**config.mk**
```make
export PLATFORM = sky130hd
export DESIGN_NAME = soc_periph_top
export DESIGN_NICKNAME = d
export VERILOG_FILES = /design/src/hdl/soc_periph_pkg.sv /design/src/hdl/bus_decode.sv /design/src/hdl/gpio_ctrl.sv /design/src/hdl/irq_gateway.sv /design/src/hdl/mtimer.sv /design/src/hdl/resp_merge.sv /design/src/hdl/soc_periph_top.sv
export SDC_FILE = /design/constraint.sdc
export NUM_CORES = 1
export LEC_CHECK = 0
export BUFFER_PORTS_ARGS = -buffer_cell sky130_fd_sc_hd__buf_4
export CORE_ASPECT_RATIO = 2
export CORE_MARGIN = 2
export CORE_UTILIZATION = 52
export DETAILED_ROUTE_END_ITERATION = 12
export PLACE_DENSITY = 0.75
export RECOVER_POWER = 100
export SLEW_MARGIN = 20
export SYNTH_ARGS = -nofsm -noshare
export SYNTH_HDL_FRONTEND = slang
export SYNTH_SLANG_ARGS = --single-unit
```
**constraint.sdc**
```tcl
create_clock -name i_sys_clk -period 2.5 [get_ports i_sys_clk]
set_clock_uncertainty 0.2 [all_clocks]
set_input_delay 0.375 -clock i_sys_clk [delete_from_list [all_inputs] [get_ports i_sys_clk]]
set_output_delay 0.375 -clock i_sys_clk [all_outputs]
set_load 0.02 [all_outputs]
```
**src/hdl/soc_periph_pkg.sv**
```systemverilog
// soc_periph_pkg: address map, slot numbers, widths and bus types of the peripheral subsystem
package soc_periph_pkg;

  ////////////////////////////////////////////////////////////////////////////
  // widths
  ////////////////////////////////////////////////////////////////////////////

  // gpio pin count, matches the 12-bit controller of the full soc
  localparam int GPIO_W = 12;
  // gateway sources, 0 is reserved and tied low
  localparam int IRQ_N  = 4;

  // bus byte address
  typedef logic [15:0]       addr_t;
  // bus data word
  typedef logic [31:0]       data_t;
  // word index inside a 4 KB page, address bits 7..2
  typedef logic [5:0]        reg_ofs_t;
  // one bit per slave slot
  typedef logic [2:0]        slv_sel_t;
  typedef logic [GPIO_W-1:0] gpio_t;
  typedef logic [IRQ_N-1:0]  irq_t;
  typedef logic [1:0]        irq_id_t;

  ////////////////////////////////////////////////////////////////////////////
  // address map
  ////////////////////////////////////////////////////////////////////////////

  // slave slots, index into slv_sel_t
  localparam int SLV_GPIO  = 0;
  localparam int SLV_TIMER = 1;
  localparam int SLV_PLIC  = 2;

  // page values, compared against address bits 15..12
  localparam logic [3:0] PAGE_GPIO  = 4'h1;
  localparam logic [3:0] PAGE_TIMER = 4'h2;
  localparam logic [3:0] PAGE_PLIC  = 4'hC;

  // gpio registers
  localparam reg_ofs_t GPIO_IN  = 6'd0;
  localparam reg_ofs_t GPIO_OUT = 6'd1;
  localparam reg_ofs_t GPIO_DIR = 6'd2;
  localparam reg_ofs_t GPIO_IE  = 6'd3;
  localparam reg_ofs_t GPIO_IP  = 6'd4;

  // timer registers, time is read-only
  localparam reg_ofs_t TMR_TIME_LO = 6'd0;
  localparam reg_ofs_t TMR_TIME_HI = 6'd1;
  localparam reg_ofs_t TMR_CMP_LO  = 6'd2;
  localparam reg_ofs_t TMR_CMP_HI  = 6'd3;

  // gateway registers
  localparam reg_ofs_t PLIC_PEND  = 6'd0;
  localparam reg_ofs_t PLIC_EN    = 6'd1;
  // read claims, write completes
  localparam reg_ofs_t PLIC_CLAIM = 6'd2;

endpackage

```
**src/hdl/bus_decode.sv**
```systemverilog
// bus_decode: request stage, turns the address page into a one-hot slave strobe or an error
`timescale 1ns/1ps

module bus_decode (
  input  logic                     i_sys_clk,
  input  logic                     i_rst_n,
  input  logic                     i_req_stb,
  input  logic                     i_req_we,
  input  soc_periph_pkg::addr_t    i_req_addr,
  input  soc_periph_pkg::data_t    i_req_wdata,
  output soc_periph_pkg::slv_sel_t o_slv_stb,
  output logic                     o_slv_we,
  output soc_periph_pkg::reg_ofs_t o_slv_ofs,
  output soc_periph_pkg::data_t    o_slv_wdata,
  output logic                     o_err_stb
);

  import soc_periph_pkg::*;

  logic [3:0] page;
  slv_sel_t   sel;
  logic       hit;

  // top nibble picks the slave
  assign page = i_req_addr[15:12];

  always_comb
  begin
    sel = '0;
    hit = 1'b1;
    case (page)
      PAGE_GPIO:  sel[SLV_GPIO]  = 1'b1;
      PAGE_TIMER: sel[SLV_TIMER] = 1'b1;
      PAGE_PLIC:  sel[SLV_PLIC]  = 1'b1;
      // unmapped page, answered by resp_merge
      default:    hit = 1'b0;
    endcase
  end

  // strobes, one of them per accepted request
  always_ff @(posedge i_sys_clk)
  begin
    if (!i_rst_n)
    begin
      o_slv_stb <= '0;
      o_err_stb <= 1'b0;
    end
    else
    begin
      o_slv_stb <= i_req_stb ? sel : '0;
      o_err_stb <= i_req_stb & ~hit;
    end
  end

  // payload follows every cycle, qualified by the strobes
  always_ff @(posedge i_sys_clk)
  begin
    o_slv_we    <= i_req_we;
    o_slv_ofs   <= i_req_addr[7:2];
    o_slv_wdata <= i_req_wdata;
  end

  // exactly one path per request downstream
  a_stb_exclusive: assert property (@(posedge i_sys_clk) disable iff (!i_rst_n)
    $onehot0(o_slv_stb) && !(o_err_stb && (|o_slv_stb)));

endmodule

```
**src/hdl/gpio_ctrl.sv**
```systemverilog
// gpio_ctrl: gpio output, direction and input registers with rising-edge interrupts
`timescale 1ns/1ps

module gpio_ctrl (
  input  logic                     i_sys_clk,
  input  logic                     i_rst_n,
  input  logic                     i_stb,
  input  logic                     i_we,
  input  soc_periph_pkg::reg_ofs_t i_ofs,
  input  soc_periph_pkg::data_t    i_wdata,
  input  soc_periph_pkg::gpio_t    i_gpio,
  output logic                     o_rsp_stb,
  output soc_periph_pkg::data_t    o_rsp_rdata,
  output soc_periph_pkg::gpio_t    o_gpio,
  output soc_periph_pkg::gpio_t    o_gpio_dir,
  output logic                     o_irq
);

  import soc_periph_pkg::*;

  gpio_t sync_q1;
  gpio_t sync_q2;
  gpio_t prev_q;
  gpio_t ie_q;
  gpio_t ip_q;
  gpio_t rise;
  gpio_t ip_clr;
  logic  wr;
  data_t rd_val;

  assign wr = i_stb & i_we;

  // enabled low-to-high transitions on the synchronised pins
  assign rise   = sync_q2 & ~prev_q & ie_q;
  // write one to clear
  assign ip_clr = (wr && i_ofs == GPIO_IP) ? i_wdata[GPIO_W-1:0] : '0;

  always_comb
  begin
    case (i_ofs)
      GPIO_IN:  rd_val = data_t'(sync_q2);
      GPIO_OUT: rd_val = data_t'(o_gpio);
      GPIO_DIR: rd_val = data_t'(o_gpio_dir);
      GPIO_IE:  rd_val = data_t'(ie_q);
      GPIO_IP:  rd_val = data_t'(ip_q);
      default:  rd_val = '0;
    endcase
  end

  always_ff @(posedge i_sys_clk)
  begin
    if (!i_rst_n)
    begin
      sync_q1    <= '0;
      sync_q2    <= '0;
      prev_q     <= '0;
      o_gpio     <= '0;
      o_gpio_dir <= '0;
      ie_q       <= '0;
      ip_q       <= '0;
      o_rsp_stb  <= 1'b0;
    end
    else
    begin
      // two-flop synchroniser, then one more for edge detect
      sync_q1 <= i_gpio;
      sync_q2 <= sync_q1;
      prev_q  <= sync_q2;
      if (wr && i_ofs == GPIO_OUT)
        o_gpio <= i_wdata[GPIO_W-1:0];
      if (wr && i_ofs == GPIO_DIR)
        o_gpio_dir <= i_wdata[GPIO_W-1:0];
      if (wr && i_ofs == GPIO_IE)
        ie_q <= i_wdata[GPIO_W-1:0];
      // a new edge wins over a clear in the same cycle
      ip_q      <= (ip_q & ~ip_clr) | rise;
      o_rsp_stb <= i_stb;
    end
  end

  // writes and idle cycles return zero
  always_ff @(posedge i_sys_clk)
  begin
    o_rsp_rdata <= (i_stb && !i_we) ? rd_val : '0;
  end

  // one line to the gateway for all pins
  assign o_irq = |ip_q;

endmodule

```
**src/hdl/irq_gateway.sv**
```systemverilog
// irq_gateway: level interrupt gateway with pending, enable, claim and complete
`timescale 1ns/1ps

module irq_gateway (
  input  logic                     i_sys_clk,
  input  logic                     i_rst_n,
  input  logic                     i_stb,
  input  logic                     i_we,
  input  soc_periph_pkg::reg_ofs_t i_ofs,
  input  soc_periph_pkg::data_t    i_wdata,
  input  soc_periph_pkg::irq_t     i_irq,
  output logic                     o_rsp_stb,
  output soc_periph_pkg::data_t    o_rsp_rdata,
  output logic                     o_meip
);

  import soc_periph_pkg::*;

  irq_t    pend_q;
  irq_t    en_q;
  irq_t    svc_q;
  irq_t    claim_mask;
  irq_t    done_mask;
  irq_id_t claim_id;
  logic    claim_hit;
  logic    wr;
  logic    rd;
  data_t   rd_val;

  assign wr = i_stb & i_we;
  assign rd = i_stb & ~i_we;

  // lowest pending and enabled source, scanned from the top down
  always_comb
  begin
    claim_id  = '0;
    claim_hit = 1'b0;
    for (int i = IRQ_N - 1; i >= 0; i--)
    begin
      if (pend_q[i] && en_q[i])
      begin
        claim_id  = irq_id_t'(i);
        claim_hit = 1'b1;
      end
    end
  end

  // claim moves the source from pending to in service
  assign claim_mask = (rd && i_ofs == PLIC_CLAIM && claim_hit) ? irq_t'(1) << claim_id : '0;
  // completion takes the source id from the write data
  assign done_mask  = (wr && i_ofs == PLIC_CLAIM) ? irq_t'(1) << irq_id_t'(i_wdata) : '0;

  always_comb
  begin
    case (i_ofs)
      PLIC_PEND:  rd_val = data_t'(pend_q);
      PLIC_EN:    rd_val = data_t'(en_q);
      PLIC_CLAIM: rd_val = data_t'(claim_id);
      default:    rd_val = '0;
    endcase
  end

  always_ff @(posedge i_sys_clk)
  begin
    if (!i_rst_n)
    begin
      pend_q    <= '0;
      en_q      <= '0;
      svc_q     <= '0;
      o_meip    <= 1'b0;
      o_rsp_stb <= 1'b0;
    end
    else
    begin
      // a source in service is gated until it is completed
      pend_q <= (pend_q | (i_irq & ~svc_q)) & ~claim_mask;
      svc_q  <= (svc_q | claim_mask) & ~done_mask;
      if (wr && i_ofs == PLIC_EN)
        en_q <= i_wdata[IRQ_N-1:0];
      o_meip    <= |(pend_q & en_q);
      o_rsp_stb <= i_stb;
    end
  end

  always_ff @(posedge i_sys_clk)
  begin
    o_rsp_rdata <= rd ? rd_val : '0;
  end

  // source 0 is tied low at the top level and must never pend
  a_src0_idle: assert property (@(posedge i_sys_clk) disable iff (!i_rst_n)
    !$rose(pend_q[0]));

endmodule

```
**src/hdl/mtimer.sv**
```systemverilog
// mtimer: 64-bit machine timer with compare register and timer interrupt
`timescale 1ns/1ps

module mtimer (
  input  logic                     i_sys_clk,
  input  logic                     i_rst_n,
  input  logic                     i_stb,
  input  logic                     i_we,
  input  soc_periph_pkg::reg_ofs_t i_ofs,
  input  soc_periph_pkg::data_t    i_wdata,
  output logic                     o_rsp_stb,
  output soc_periph_pkg::data_t    o_rsp_rdata,
  output logic                     o_mtip
);

  import soc_periph_pkg::*;

  logic [63:0] mtime_q;
  logic [63:0] cmp_q;
  logic        wr;
  data_t       rd_val;

  assign wr = i_stb & i_we;

  // halves of time and compare, time sampled in the access cycle
  always_comb
  begin
    case (i_ofs)
      TMR_TIME_LO: rd_val = mtime_q[31:0];
      TMR_TIME_HI: rd_val = mtime_q[63:32];
      TMR_CMP_LO:  rd_val = cmp_q[31:0];
      TMR_CMP_HI:  rd_val = cmp_q[63:32];
      default:     rd_val = '0;
    endcase
  end

  always_ff @(posedge i_sys_clk)
  begin
    if (!i_rst_n)
    begin
      mtime_q   <= '0;
      // all ones keeps mtip low until software sets a deadline
      cmp_q     <= '1;
      o_mtip    <= 1'b0;
      o_rsp_stb <= 1'b0;
    end
    else
    begin
      // free running, one tick per edge
      mtime_q <= mtime_q + 64'd1;
      if (wr && i_ofs == TMR_CMP_LO)
        cmp_q[31:0] <= i_wdata;
      if (wr && i_ofs == TMR_CMP_HI)
        cmp_q[63:32] <= i_wdata;
      // level, stays high until compare is moved ahead
      o_mtip    <= (mtime_q >= cmp_q);
      o_rsp_stb <= i_stb;
    end
  end

  always_ff @(posedge i_sys_clk)
  begin
    o_rsp_rdata <= (i_stb && !i_we) ? rd_val : '0;
  end

endmodule

```
**src/hdl/resp_merge.sv**
```systemverilog
// resp_merge: response stage, merges slave read data and the decode error into one response
`timescale 1ns/1ps

module resp_merge (
  input  logic                     i_sys_clk,
  input  logic                     i_rst_n,
  input  soc_periph_pkg::slv_sel_t i_rsp_stb,
  input  soc_periph_pkg::data_t    i_rsp_rdata_gpio,
  input  soc_periph_pkg::data_t    i_rsp_rdata_tmr,
  input  soc_periph_pkg::data_t    i_rsp_rdata_plic,
  input  logic                     i_err_stb,
  output logic                     o_rsp_stb,
  output soc_periph_pkg::data_t    o_rsp_rdata,
  output logic                     o_rsp_err
);

  import soc_periph_pkg::*;

  logic  err_q;
  data_t rdata_sel;

  // strobe-qualified OR of the slave read data
  assign rdata_sel = ({$bits(data_t){i_rsp_stb[SLV_GPIO]}}  & i_rsp_rdata_gpio) |
                     ({$bits(data_t){i_rsp_stb[SLV_TIMER]}} & i_rsp_rdata_tmr)  |
                     ({$bits(data_t){i_rsp_stb[SLV_PLIC]}}  & i_rsp_rdata_plic);

  always_ff @(posedge i_sys_clk)
  begin
    if (!i_rst_n)
    begin
      err_q     <= 1'b0;
      o_rsp_stb <= 1'b0;
      o_rsp_err <= 1'b0;
    end
    else
    begin
      // error waits one stage, in step with the slave access
      err_q     <= i_err_stb;
      o_rsp_stb <= (|i_rsp_stb) | err_q;
      o_rsp_err <= err_q;
    end
  end

  // zero for errors, no slave strobes then
  always_ff @(posedge i_sys_clk)
  begin
    o_rsp_rdata <= rdata_sel;
  end

  // only the addressed slave answers
  a_one_slave: assert property (@(posedge i_sys_clk) disable iff (!i_rst_n)
    $onehot0(i_rsp_stb));

endmodule

```
**src/hdl/soc_periph_top.sv**
```systemverilog
// soc_periph_top: peripheral subsystem with decode, gpio, timer, interrupt gateway and response
`timescale 1ns/1ps

module soc_periph_top (
  input  logic                  i_sys_clk,
  input  logic                  i_rst_n,
  // request
  input  logic                  i_req_stb,
  input  logic                  i_req_we,
  input  soc_periph_pkg::addr_t i_req_addr,
  input  soc_periph_pkg::data_t i_req_wdata,
  // response
  output logic                  o_rsp_stb,
  output soc_periph_pkg::data_t o_rsp_rdata,
  output logic                  o_rsp_err,
  // pins
  input  soc_periph_pkg::gpio_t i_gpio,
  output soc_periph_pkg::gpio_t o_gpio,
  output soc_periph_pkg::gpio_t o_gpio_dir,
  // external sources 2 and 3
  input  logic [1:0]            i_ext_irq,
  output logic                  o_mtip,
  output logic                  o_meip
);

  import soc_periph_pkg::*;

  slv_sel_t slv_stb;
  logic     slv_we;
  reg_ofs_t slv_ofs;
  data_t    slv_wdata;
  logic     err_stb;
  slv_sel_t rsp_stb;
  data_t    rdata_gpio;
  data_t    rdata_tmr;
  data_t    rdata_plic;
  logic     gpio_irq;
  irq_t     irq_src;

  // source 0 stays grounded
  assign irq_src = {i_ext_irq, gpio_irq, 1'b0};

  ////////////////////////////////////////////////////////////////////////////
  // stage 1, address decode
  ////////////////////////////////////////////////////////////////////////////
  bus_decode decode0 (
    .i_sys_clk   (i_sys_clk),
    .i_rst_n     (i_rst_n),
    .i_req_stb   (i_req_stb),
    .i_req_we    (i_req_we),
    .i_req_addr  (i_req_addr),
    .i_req_wdata (i_req_wdata),
    .o_slv_stb   (slv_stb),
    .o_slv_we    (slv_we),
    .o_slv_ofs   (slv_ofs),
    .o_slv_wdata (slv_wdata),
    .o_err_stb   (err_stb)
  );

  ////////////////////////////////////////////////////////////////////////////
  // stage 2, slaves
  ////////////////////////////////////////////////////////////////////////////
  // page 0x1
  gpio_ctrl gpio0 (
    .i_sys_clk   (i_sys_clk),
    .i_rst_n     (i_rst_n),
    .i_stb       (slv_stb[SLV_GPIO]),
    .i_we        (slv_we),
    .i_ofs       (slv_ofs),
    .i_wdata     (slv_wdata),
    .i_gpio      (i_gpio),
    .o_rsp_stb   (rsp_stb[SLV_GPIO]),
    .o_rsp_rdata (rdata_gpio),
    .o_gpio      (o_gpio),
    .o_gpio_dir  (o_gpio_dir),
    .o_irq       (gpio_irq)
  );

  // page 0x2, clint-like timer
  mtimer clint0 (
    .i_sys_clk   (i_sys_clk),
    .i_rst_n     (i_rst_n),
    .i_stb       (slv_stb[SLV_TIMER]),
    .i_we        (slv_we),
    .i_ofs       (slv_ofs),
    .i_wdata     (slv_wdata),
    .o_rsp_stb   (rsp_stb[SLV_TIMER]),
    .o_rsp_rdata (rdata_tmr),
    .o_mtip      (o_mtip)
  );

  // page 0xC, plic-like gateway
  irq_gateway plic0 (
    .i_sys_clk   (i_sys_clk),
    .i_rst_n     (i_rst_n),
    .i_stb       (slv_stb[SLV_PLIC]),
    .i_we        (slv_we),
    .i_ofs       (slv_ofs),
    .i_wdata     (slv_wdata),
    .i_irq       (irq_src),
    .o_rsp_stb   (rsp_stb[SLV_PLIC]),
    .o_rsp_rdata (rdata_plic),
    .o_meip      (o_meip)
  );

  // stage 3, response
  resp_merge merge0 (
    .i_sys_clk        (i_sys_clk),
    .i_rst_n          (i_rst_n),
    .i_rsp_stb        (rsp_stb),
    .i_rsp_rdata_gpio (rdata_gpio),
    .i_rsp_rdata_tmr  (rdata_tmr),
    .i_rsp_rdata_plic (rdata_plic),
    .i_err_stb        (err_stb),
    .o_rsp_stb        (o_rsp_stb),
    .o_rsp_rdata      (o_rsp_rdata),
    .o_rsp_err        (o_rsp_err)
  );

endmodule

```
==> Yosys cells after proc, flatten, opt, wreduce, memory -nomap -nowiden <==
Cells that the tools add are included.
{ "totals": {"ff_bits": 403, "in_bits": 66, "output_inout_bits": 60, "elab_cells": 110} }
{ "op_classes": {"n_addsub": 1, "magnitude_cmp": 1, "n_eq_ne": 7, "shifts": 2, "muxes": 18, "n_bitwise": 28, "reduce_logical": 23} }
{ "ops": {"columns": ["op", "count"], "rows": [
  ["case mux 32 bit (4 select lines)", 1],
  ["bitwise AND 32 bit", 3],
  ["adder 64 x 1 -> 64 bit, second input constant", 1],
  [">= comparator 64 bit", 1],
  ["bitwise OR 32 bit", 2],
  ["case mux 12 bit (5 select lines)", 1],
  ["bitwise AND 12 bit", 3],
  ["inverter 12 bit", 2],
  ["bitwise AND 4 bit", 4],
  ["logical AND 1 bit", 16],
  ["== test 6 x 2 -> 1 bit, second input constant", 2],
  ["two-way mux 12 bit", 1],
  ["inverter 4 bit", 3],
  ["bitwise OR 12 bit", 1],
  ["case mux 4 bit (3 select lines)", 1],
  ["OR reduction 12 bit", 1],
  ["two-way mux 1 bit", 8],
  ["two-way mux 2 bit", 4],
  ["two-way mux 4 bit", 2],
  ["bitwise OR 4 bit", 2],
  ["left shift 1 x 2 -> 4 bit, first input constant", 2],
  ["== test 6 x 1 -> 1 bit, second input constant", 1],
  ["== test 6 x 3 -> 1 bit, second input constant", 1],
  ["zero test 6 bit", 1],
  ["other kinds (10)", 16]
]} }

==> Depth between registers and ports, before layout <==
Gate-level depths: netlist of run 1.
{ "depth": {"depth_word": 9, "ltp_mapped": 9, "depth_no_buf": 8} }

==> By module <==
A second synthesis of run 1 with hierarchy kept.
{ "hier_totals": {"cells_unflattened": 1649, "hier_area_um2": 15527.4} }
{ "modules_own_cells": {"columns": ["mod", "n_inst", "cells_each", "area_per_inst_um2", "seq_area_each_um2"], "rows": [
  ["mtimer", 1, 929, 8157.8, 3243.1],
  ["gpio_ctrl", 1, 433, 4103.9, 1941.9],
  ["resp_merge", 1, 114, 1273.7, 700.7],
  ["irq_gateway", 1, 119, 1057.3, 360.3],
  ["bus_decode", 1, 53, 930.9, 860.8],
  ["soc_periph_top", 1, 1, 3.8, 0.0]
]} }

==> Worst setup path before layout of run 1 <==
Ideal clock, no wire load.
{ "synth_path": {"path_type": "flip-flop to flip-flop", "from": "register clint0.mtime_q[39]", "to": "register clint0.mtime_q[57]", "setup_time_ns": 0.070, "arrival_time_ns": 2.329, "required_time_ns": 2.230, "setup_slack_ns": -0.099, "path_stages_with_launch": 8, "n_path_buf": 1, "period_less_slack_ns": 2.599, "cell_sequence": "dfxtp_1 -> nand4_2 -> or3_1 -> or3_1 -> or4_4 -> buf_6 -> or3_1 -> a21oi_1"} }
{ "synth_via": {"elab_chain_len": 1} }
{ "synth_lines": {"columns": ["element", "line", "text"], "rows": [
  ["from (decl)", "mtimer.sv:18", "logic [63:0] mtime_q;"],
  ["from (signal assigned)", "mtimer.sv:50", "mtime_q <= mtime_q + 64'd1;"],
  ["adder 64 x 1 -> 64 bit", "mtimer.sv:50", null]
]} }
Every way passes these cells.
A chain may end at the register's enable or synchronous reset.

==> Worst setup path in the final report of run 1 <==
{ "layout_path": {"from": "register clint0.mtime_q[40]", "to": "register clint0.mtime_q[62]"} }
Same word-level chain as after synthesis.

==> flow_metrics.py, run 1 <==
metrics = {
    "setup_path": {
        "required_ns": 2.81,
        "path_class": "flip-flop to flip-flop",
        "critPathLaunchType": "flip-flop",
        "critPathMaxFanout": 6,
        "end_kind": "flip-flop",
        "arrival_ns": 2.81,
    },
    "clock_tree": {
        "cts_buffers": 30,
        "tritoncts": "done",
        "cts_root_buf": "clkbuf_16",
        "path_clk_slew_ns": 0.07,
        "cts_buffer_depth": 3,
        "htreeDepth": 1,
        "cts_sinks": 354,
        "clock_latency_ns": 0.58,
    },
    "yosys": {
        "syn_inst": 1571,
        "synthFlopType": "dfxtp_1",
        "synth_area_leaders": "dfxtp_1 50%, nand2_1 6.4%, ha_1 5.8%",
        "yosysWarningCount": 0,
        "async_flop_share_pct": 0,
        "yosysTopAreaCell": "dfxtp_1",
        "synth.mux.area_fraction_pct": 1.28,
        "synth_compound_area_share_pct": 16.3,
        "yosys.area_share.adder_pct": 5.78,
        "synth_top_area_share_pct": 50.4,
        "synth_xor_xnor_area_share_pct": 2.62,
        "synth-edff-count": 0,
        "synthSimpleGateAreaFrac_pct": 19.0,
        "synth_top_family_by_area": "simple AND/OR/NAND/NOR gates",
        "ys_ff_latch": 354,
        "yosysSeqAreaShare_pct": 50.4,
        "synthMostInstantiatedCell": "dfxtp_1",
        "synth_fp_nets": 1702,
        "synth.distinct_cells": 51,
        "synth_area_per_cell_sq_um": 8.95,
        "synthTopCellsByCount": "354 x dfxtp_1, 238 x nand2_1, 139 x a21oi_1",
        "synth_area_sq_mm": 0.0141,
    },
    "floorplanning": {
        "die_h_um": 237,
        "die_area_sq_mm": 0.0285,
        "ios": 126,
        "rows": 85,
        "core_area_sq_mm": 0.0268,
        "start_util_pct": 52.5,
        "die_x_um": 120,
    },
    "timing": {
        "hold_ws_ns": 0.146,
        "fin_crit_ns": 2.50,
        "rsz0062_at_grt": "true",
        "tightest_slew_ns": 1.34,
        "relSlewSlack_pct": 10.4,
        "maxSlewViolCount": 0,
        "setup_viol": 0,
        "timing.fmax_mhz": 400,
        "hold_viol": 0,
        "finalCritPeriodShare_pct": 100,
    },
    "grt": {
        "grt_max_degree": 80,
        "overflow": 0,
        "track_usage_pct": 27.7,
        "grt_pass1_vias": 12900,
        "grt_first_pass_wirelength_um": 63300,
        "grt_antenna_before_repair": 0,
    },
    "placement": {
        "place_hpwl_um": 26700,
        "gp_congestion": 0.874,
        "io_buffers": 119,
    },
    "pwr": {
        "ir_drop_mv": 0.573,
        "p_int_mw": 8.53,
        "p_sw_share_pct": 21.6,
        "powerDensity_mw_per_mm2": 632,
        "seq_power_share_pct": 53.1,
        "p_switching_mw": 2.35,
        "p_leak_nw": 7.06,
        "combPwrFrac_pct": 3.1,
        "clockPowerShare_pct": 43.9,
        "total_power_mw": 10.9,
    },
    "run_status": {
        "outcome": "completed",
    },
    "route": {
        "drt_first_pass_iters": 8,
        "via_per_inst": 5.71,
        "vias": 12300,
        "antenna_left": 0,
        "drc": 0,
        "wl_per_cell_um": 18.3,
        "first_iter_violations": 996,
        "wl_um": 39500,
    },
    "flow_run": {
        "drv_cap": 0,
    },
    "finish": {
        "fin_nets": 1916,
        "syn_to_final_growth_pct": 22.4,
        "layout-drive-gt1-share_pct": 12.5,
        "post-route-util_pct": 64.2,
        "multi_input_area_sq_mm": 0.00640,
        "fillers": 2238,
        "antennaDiodeCount": 0,
        "seqCellArea_sq_mm": 0.00710,
    },
    "min_path": {
        "hold_path_class": "input pin to flip-flop",
    },
}
## state kept, by name (all words and copies together) (netlist names), 32 cells and up
name,count
clint0.cmp_q,64
clint0.mtime_q,64
clint0.o_rsp_rdata,32
decode0.o_slv_wdata,32
merge0.o_rsp_rdata,32
## logic make-up after synthesis
family / Yosys count
fa+ha+maj: 65
flops: 354
compound gates: 361
xor+xnor: 42
buf+inv: 169
simple gates: 562
mux: 18
## layout by cell type, fill, tap and decap left out, types with 6 or more instances in the layout
cell type / netlist / routed
clkbuf_2: 0 / 6
nor2_1: 99 / 98
nand2_1: 238 / 236
dfxtp_1: 354 / 344
nand4_1: 28 / 28
xnor2_1: 23 / 23
mux2i_1: 18 / 18
xor2_1: 19 / 19
inv_1: 80 / 80
dlygate4sd3_1: 0 / 61
and4_1: 7 / 7
dfxtp_2: 0 / 10
a22o_1: 8 / 8
o211ai_1: 65 / 65
or3_1: 18 / 15
buf_4: 1 / 84
o21ai_0: 44 / 39
and2_1: 68 / 47
and3_1: 14 / 11
a21oi_1: 139 / 138
and2_0: 0 / 21
nor3_1: 14 / 13
nand3_1: 36 / 34
a211oi_1: 6 / 6
clkbuf_1: 74 / 75
clkbuf_4: 0 / 42
clkbuf_16: 0 / 31
ha_1: 65 / 65
a22oi_1: 78 / 78
clkinv_2: 0 / 8
nor4_1: 19 / 19
## critical path, cell delays in order (launching register included)
cell     delay, ns
dfxtp_2       0.35
nand4_4       0.11
or3_4         0.34
or3_4         0.34
or4_4         0.50
buf_6         0.15
or3_4         0.33
a21oi_2       0.11
## cell type report
type | count | share of cell area, %
clock buffers | 39 | 4.80
clock inverters | 16 | 1.01
inverters | 81 | 1.77
multi-input cells | 1048 | 37.2
flip-flops and latches | 354 | 41.2
well taps | 348 | 2.53
repair buffers | 270 | 11.5
## per-layer routing
layer	share of wire (%)	vias up	wire (um)	track usage, %
met3	3.6	169	1420	2.67
met1	35	5854	13900	27.2
met2	54	402	21400	53.3
li1	-	5885	-	-
met4	7.2	0	2830	18.8
met5	0	-	0	0
## worst paths after layout
path                     startpoint  cells after the start  slack [ns]                endpoint
max              clint0.mtime_q[40]                      7      0.0003      clint0.mtime_q[62]
min                  i_req_addr[15]                      5        0.15       decode0.o_err_stb
max reg2reg      clint0.mtime_q[40]                      7      0.0003      clint0.mtime_q[62]
min reg2reg  clint0.o_rsp_rdata[14]                      1        0.23  merge0.o_rsp_rdata[14]
## timing repair
item                                    in CTS  in global routing
hold buffers                                61                  0
resized for setup                            6                 19
gates cloned                                 1                  0
setup buffers                                3                  2
endpoints found under the setup margin      11                 13
pin swaps                                    1                  5
hold endpoints to repair                    60                  0
## through the flow
step	area, sq um	TNS (ns)	setup WS (ns)	std cells
after global placement	15800	-0.0214	-0.0149	2035
after global routing	17200	-0.688	-0.0643	2156
after CTS	17500	-0.0169	-0.0161	2155
final	17200	0	0.000261	2156
after detailed placement	15800	-0.283	-0.0472	2035
after floorplan	14100	0	0.00176	1571
## power by group through the flow
stage	Clock, mW	Combinational, mW	Sequential (mW)
detailed placement	0	0.263	5.90
global placement	0	0.258	5.90
global route	5.07	0.358	5.78
floorplan	0	0.130	5.87
CTS	4.85	0.338	5.77
finish	4.77	0.333	5.77
Note: power is estimated with default switching activity, not from simulation.
==> run 2: changes to the inputs <==
--- a/config.mk
+++ b/config.mk
@@ -9,6 +9,7 @@
 export CORE_ASPECT_RATIO = 2
 export CORE_MARGIN = 2
 export CORE_UTILIZATION = 52
+export CTS_BUF_LIST = sky130_fd_sc_hd__clkbuf_4 sky130_fd_sc_hd__clkbuf_8 sky130_fd_sc_hd__clkbuf_16
 export DETAILED_ROUTE_END_ITERATION = 12
 export PLACE_DENSITY = 0.75
 export RECOVER_POWER = 100
==> flow_metrics.py, run 2 (synthesis gave the netlist of run 1 again) <==
metrics = {
    "run_status": {
        "outcome": "complete, but fails checks",
        "violations": "negative setup slack",
    },
    "clock_tree": {
        "tritoncts": "done",
        "htreeDepth": 1,
        "cts_sinks": 354,
        "cts_buffer_depth": 3,
        "clock_latency_ns": 0.58,
        "path_clk_slew_ns": 0.07,
        "cts_root_buf": "clkbuf_16",
        "cts_buffers": 30,
    },
    "setup_path": {
        "crit_start": "clint0.mtime_q[40]",
        "crit-reg2reg-launch": "clint0.mtime_q[40]",
        "worstReg2RegEnd": "clint0.mtime_q[62]",
        "r2r_slack_ns": -0.009,
        "arrival_ns": 2.81,
        "endpoint": "clint0.mtime_q[62]",
        "critPathLaunchType": "flip-flop",
        "required_ns": 2.80,
        "critPathMaxFanout": 6,
        "worst_r2r_path_depth": 7,
        "end_kind": "flip-flop",
        "path_class": "flip-flop to flip-flop",
    },
    "finish": {
        "top_regs": "clint0.cmp_q: 64 flops, clint0.mtime_q: 64 flops",
        "fin_nets": 1916,
        "multi_input_area_sq_mm": 0.00640,
        "final_common_cell": "dfxtp_1",
        "syn_to_final_growth_pct": 22.6,
        "seqCellArea_sq_mm": 0.00710,
        "post-route-util_pct": 64.3,
        "fillers": 2239,
        "final_cell_mix": "344 x dfxtp_1, 236 x nand2_1, 138 x a21oi_1, 98 x nor2_1, 84 x buf_4",
        "layout-drive-gt1-share_pct": 12.8,
        "antennaDiodeCount": 0,
    },
    "grt": {
        "grt_antenna_before_repair": 0,
        "grt_max_degree": 80,
        "track_usage_pct": 27.7,
        "grt_first_pass_wirelength_um": 63200,
        "overflow": 0,
        "grt_pass1_vias": 12800,
    },
    "min_path": {
        "min_path_cells": 5,
        "hold_path_class": "input pin to flip-flop",
    },
    "floorplanning": {
        "die_h_um": 237,
        "die_x_um": 120,
        "rows": 85,
        "start_util_pct": 52.5,
        "ios": 126,
        "die_area_sq_mm": 0.0285,
        "core_area_sq_mm": 0.0268,
    },
    "route": {
        "drc": 0,
        "antenna_left": 0,
        "first_iter_violations": 1137,
        "wl_per_cell_um": 18.2,
        "via_per_inst": 5.68,
        "vias": 12300,
        "wl_um": 39300,
        "drt_first_pass_iters": 5,
    },
    "timing": {
        "hold_viol": 0,
        "timing.fmax_mhz": 399,
        "finalCritPeriodShare_pct": 100,
        "maxSlewViolCount": 0,
        "tightest_slew_ns": 1.25,
        "setup_viol": 1,
        "rsz0062_at_grt": "true",
        "fin_crit_ns": 2.51,
        "relSlewSlack_pct": 16.6,
        "final.setup.worst_slack_ns": -0.00931,
    },
    "placement": {
        "io_buffers": 119,
        "place_hpwl_um": 26700,
        "gp_congestion": 0.874,
        "preCtsSetupSlack_ns": -0.0472,
    },
    "flow_run": {
        "drv_cap": 0,
    },
    "pwr": {
        "p_leak_nw": 7.08,
        "powerDensity_mw_per_mm2": 635,
        "ir_drop_mv": 0.573,
    },
}
==> run 2: how the worst min path moves through the flow <==
| stage | from | end |
|---|---|---|
| after floorplan | i_req_addr[2] | decode0.o_slv_ofs[0] |
| after global placement | clint0.o_rsp_rdata[13] | merge0.o_rsp_rdata[13] |
| after global routing | i_req_addr[15] | decode0.o_err_stb |
| after CTS | i_req_addr[15] | decode0.o_err_stb |
| final | i_req_addr[15] | decode0.o_err_stb |
| after detailed placement | clint0.o_rsp_rdata[23] | merge0.o_rsp_rdata[23] |
==> run 2: through the flow <==
stage          total power, mW  hold WS, ns  instance area (sq um)  std cells  setup TNS [ns]
3_5_place_dp              6.16        0.218                  15800       2035          -0.283
5_1_grt                   11.3        0.189                  17200       2156          -0.700
3_3_place_gp              6.16        0.214                  15800       2035         -0.0214
2_1_floorplan             6.00        0.203                  14100       1571               0
4_1_cts                   11.0       0.0464                  17500       2155         -0.0200
6_report                  11.0        0.182                  17200       2156        -0.00931
==> run 2: where the power goes <==
group	internal [mW]	total (mW)	switching, mW	leakage [nW]
Combinational	0.173	0.333	0.160	3.69
Sequential	5.70	5.77	0.0691	2.88
Clock	2.72	4.84	2.13	0.507
==> run 2: layout make-up <==
class,count,share of cell area (%)
flip-flops and latches,354,41.2
multi-input cells,1048,37.2
repair buffers,270,11.4
clock buffers,39,4.92
well taps,348,2.53
inverters,81,1.77
clock inverters,16,1.01
==> run 2: timing repair <==
item,4_1_cts,5_1_grt
hold buffers,61,0
gates cloned,1,0
endpoints found under the setup margin,11,13
gates resized for setup,6,19
setup buffers,3,2
endpoints found under the hold margin,58,0
pin swaps,1,5
==> run 2: routing by layer <==
metal / vias up / track usage [%] / wire length (um) / share of wire, %
li1: 5883 / - / - / -
met5: - / 0 / 0 / 0
met1: 5829 / 27.3 / 13900 / 35
met3: 149 / 2.67 / 1410 / 3.6
met4: 0 / 18.2 / 2670 / 6.8
met2: 392 / 53.3 / 21400 / 54
==> run 2: worst max-delay path, stage by stage, from the launching register on <==
cell and delay, ns:
dfxtp_2 0.35, nand4_4 0.11, or3_4 0.34, or3_4 0.34
or4_4 0.50, buf_6 0.15, or3_1 0.31, a21oi_1 0.13
==> run 3: changes to the inputs <==
--- a/config.mk
+++ b/config.mk
@@ -11,6 +11,7 @@
 export CORE_UTILIZATION = 52
 export CTS_BUF_LIST = sky130_fd_sc_hd__clkbuf_4 sky130_fd_sc_hd__clkbuf_8 sky130_fd_sc_hd__clkbuf_16
 export DETAILED_ROUTE_END_ITERATION = 12
+export MAX_ROUTING_LAYER = met4
 export PLACE_DENSITY = 0.75
 export RECOVER_POWER = 100
 export SLEW_MARGIN = 20
==> flow_metrics.py, run 3 (synthesis gave the netlist of run 1 again) <==
metrics = {
    "placement": {
        "preCtsSetupSlack_ns": -0.0831,
        "io_buffers": 119,
        "gp_congestion": 0.907,
        "place_hpwl_um": 26500,
    },
    "setup_path": {
        "cp_slowest_cell": "or4_4",
        "end_kind": "flip-flop",
        "critPathMaxFanout": 9,
        "path_class": "flip-flop to flip-flop",
        "critPathLaunchType": "flip-flop",
        "path_cells": "nand4_4 > or3_4 > or3_4 > or4_4 > or3_1 > a21oi_1",
        "slowest_delay_ns": 0.56,
        "required_ns": 2.79,
        "critPathMostFrequentCell": "or3_4",
        "crit_start": "clint0.mtime_q[40]",
        "crit-reg2reg-launch": "clint0.mtime_q[40]",
        "arrival_ns": 2.80,
    },
    "clock_tree": {
        "clock_latency_ns": 0.58,
        "cts_buffer_depth": 3,
        "cts_buffers": 30,
        "cts_root_buf": "clkbuf_16",
        "cts_sinks": 354,
        "path_clk_slew_ns": 0.07,
        "htreeDepth": 1,
        "tritoncts": "done",
    },
    "pwr": {
        "p_leak_nw": 7.12,
        "powerDensity_mw_per_mm2": 636,
        "ir_drop_mv": 0.568,
    },
    "timing": {
        "maxSlewViolCount": 0,
        "tightest_slew_ns": 0.880,
        "rsz0062_at_grt": "true",
        "relSlewSlack_pct": 41.3,
        "hold_viol": 0,
        "setup_viol": 1,
        "timing.fmax_mhz": 399,
        "fin_crit_ns": 2.50,
        "finalCritPeriodShare_pct": 100,
        "final.setup.worst_slack_ns": -0.00323,
    },
    "finish": {
        "fin_nets": 1916,
        "final_cell_mix": "339 x dfxtp_1, 236 x nand2_1, 139 x a21oi_1, 98 x nor2_1, 91 x buf_4",
        "syn_to_final_growth_pct": 23.3,
        "layout-drive-gt1-share_pct": 13.2,
        "top_regs": "clint0.cmp_q: 64 flops, clint0.mtime_q: 64 flops",
        "post-route-util_pct": 64.7,
        "antennaDiodeCount": 0,
        "final_common_cell": "dfxtp_1",
    },
    "min_path": {
        "hp-start": "i_req_addr[15]",
        "hold_path_class": "input pin to flip-flop",
    },
    "floorplanning": {
        "core_area_sq_mm": 0.0268,
        "die_area_sq_mm": 0.0285,
        "die_x_um": 120,
        "ios": 126,
        "die_h_um": 237,
        "rows": 85,
        "start_util_pct": 52.5,
    },
    "route": {
        "antenna_left": 0,
        "drt_first_pass_iters": 6,
        "wl_um": 39500,
        "drc": 0,
        "via_per_inst": 5.71,
        "wl_per_cell_um": 18.3,
        "vias": 12300,
        "first_iter_violations": 885,
    },
    "grt": {
        "grt_max_degree": 73,
        "grt_pass1_vias": 12500,
        "overflow": 0,
        "grt_first_pass_wirelength_um": 62100,
        "grt_antenna_before_repair": 0,
        "track_usage_pct": 28.0,
    },
    "run_status": {
        "outcome": "complete, but fails checks",
        "violations": "negative setup slack",
    },
    "flow_run": {
        "drv_cap": 0,
    },
}
-- run 3: changes by cell type in the layout (fill, tap and decap cells not counted), sizes merged --
cell and change:
clkinv +3, inv -1, clkbuf -11, clkinvlp +1
or4 +1, bufinv +1, buf +5, dlygate4sd3 +1
-- run 3: critical path, delay by kind of cell, from the launching register on --
| family | cells | cell delay, ns |
|---|---|---|
| simple gates | 5 | 1.72 |
| compound gates | 1 | 0.14 |
| flops | 1 | 0.36 |
-- run 3: power by group --
| group | internal, mW | switching [mW] |
|---|---|---|
| logic | 0.176 | 0.157 |
| clock network | 2.77 | 2.15 |
| registers | 5.70 | 0.0717 |
-- run 3: per-layer routing --
layer	part of all wire, %	GRT usage [%]
met1	35	27.0
met2	54	52.2
met3	4.2	2.55
met4	6.6	17.9
met5	0	-
-- run 3: per-stage QoR --
step / power [mW] / setup TNS, ns / hold slack (ns) / cells / cell area [sq um]
after floorplan: 6.00 / 0 / 0.203 / 1571 / 14100
after global placement: 6.16 / -0.150 / 0.214 / 2029 / 15800
after detailed placement: 6.16 / -0.568 / 0.218 / 2029 / 15800
after CTS: 11.1 / -0.153 / 0.0759 / 2148 / 17500
after global routing: 11.3 / -0.378 / 0.148 / 2156 / 17300
final: 11.0 / -0.00323 / 0.105 / 2156 / 17300
-- run 3: path summary, 6_finish.rpt --
path / end / slack, ns / cells past startpoint
worst max-delay path: clint0.mtime_q[58] / -0.003 / 6
worst min-delay path: decode0.o_err_stb / 0.10 / 6
worst max register to register: clint0.mtime_q[58] / -0.003 / 6
worst min register to register: gpio0.sync_q2[7] / 0.23 / 1
-- run 3: timing repair --
item,in CTS,in global routing
hold buffers,62,0
endpoints found under the setup margin,11,14
endpoints found under the hold margin,62,0
setup buffers,2,8
gates cloned,0,1
pin swaps,1,2
gates resized for setup,6,22
-- run 3: area by class of cell --
class	count	area [sq um]
flip-flops and latches	354	7110
clock inverters	20	225
fillers	2214	9470
clock buffers	35	818
multi-input cells	1049	6430
repair buffers	269	2010
inverters	81	305
well taps	348	435
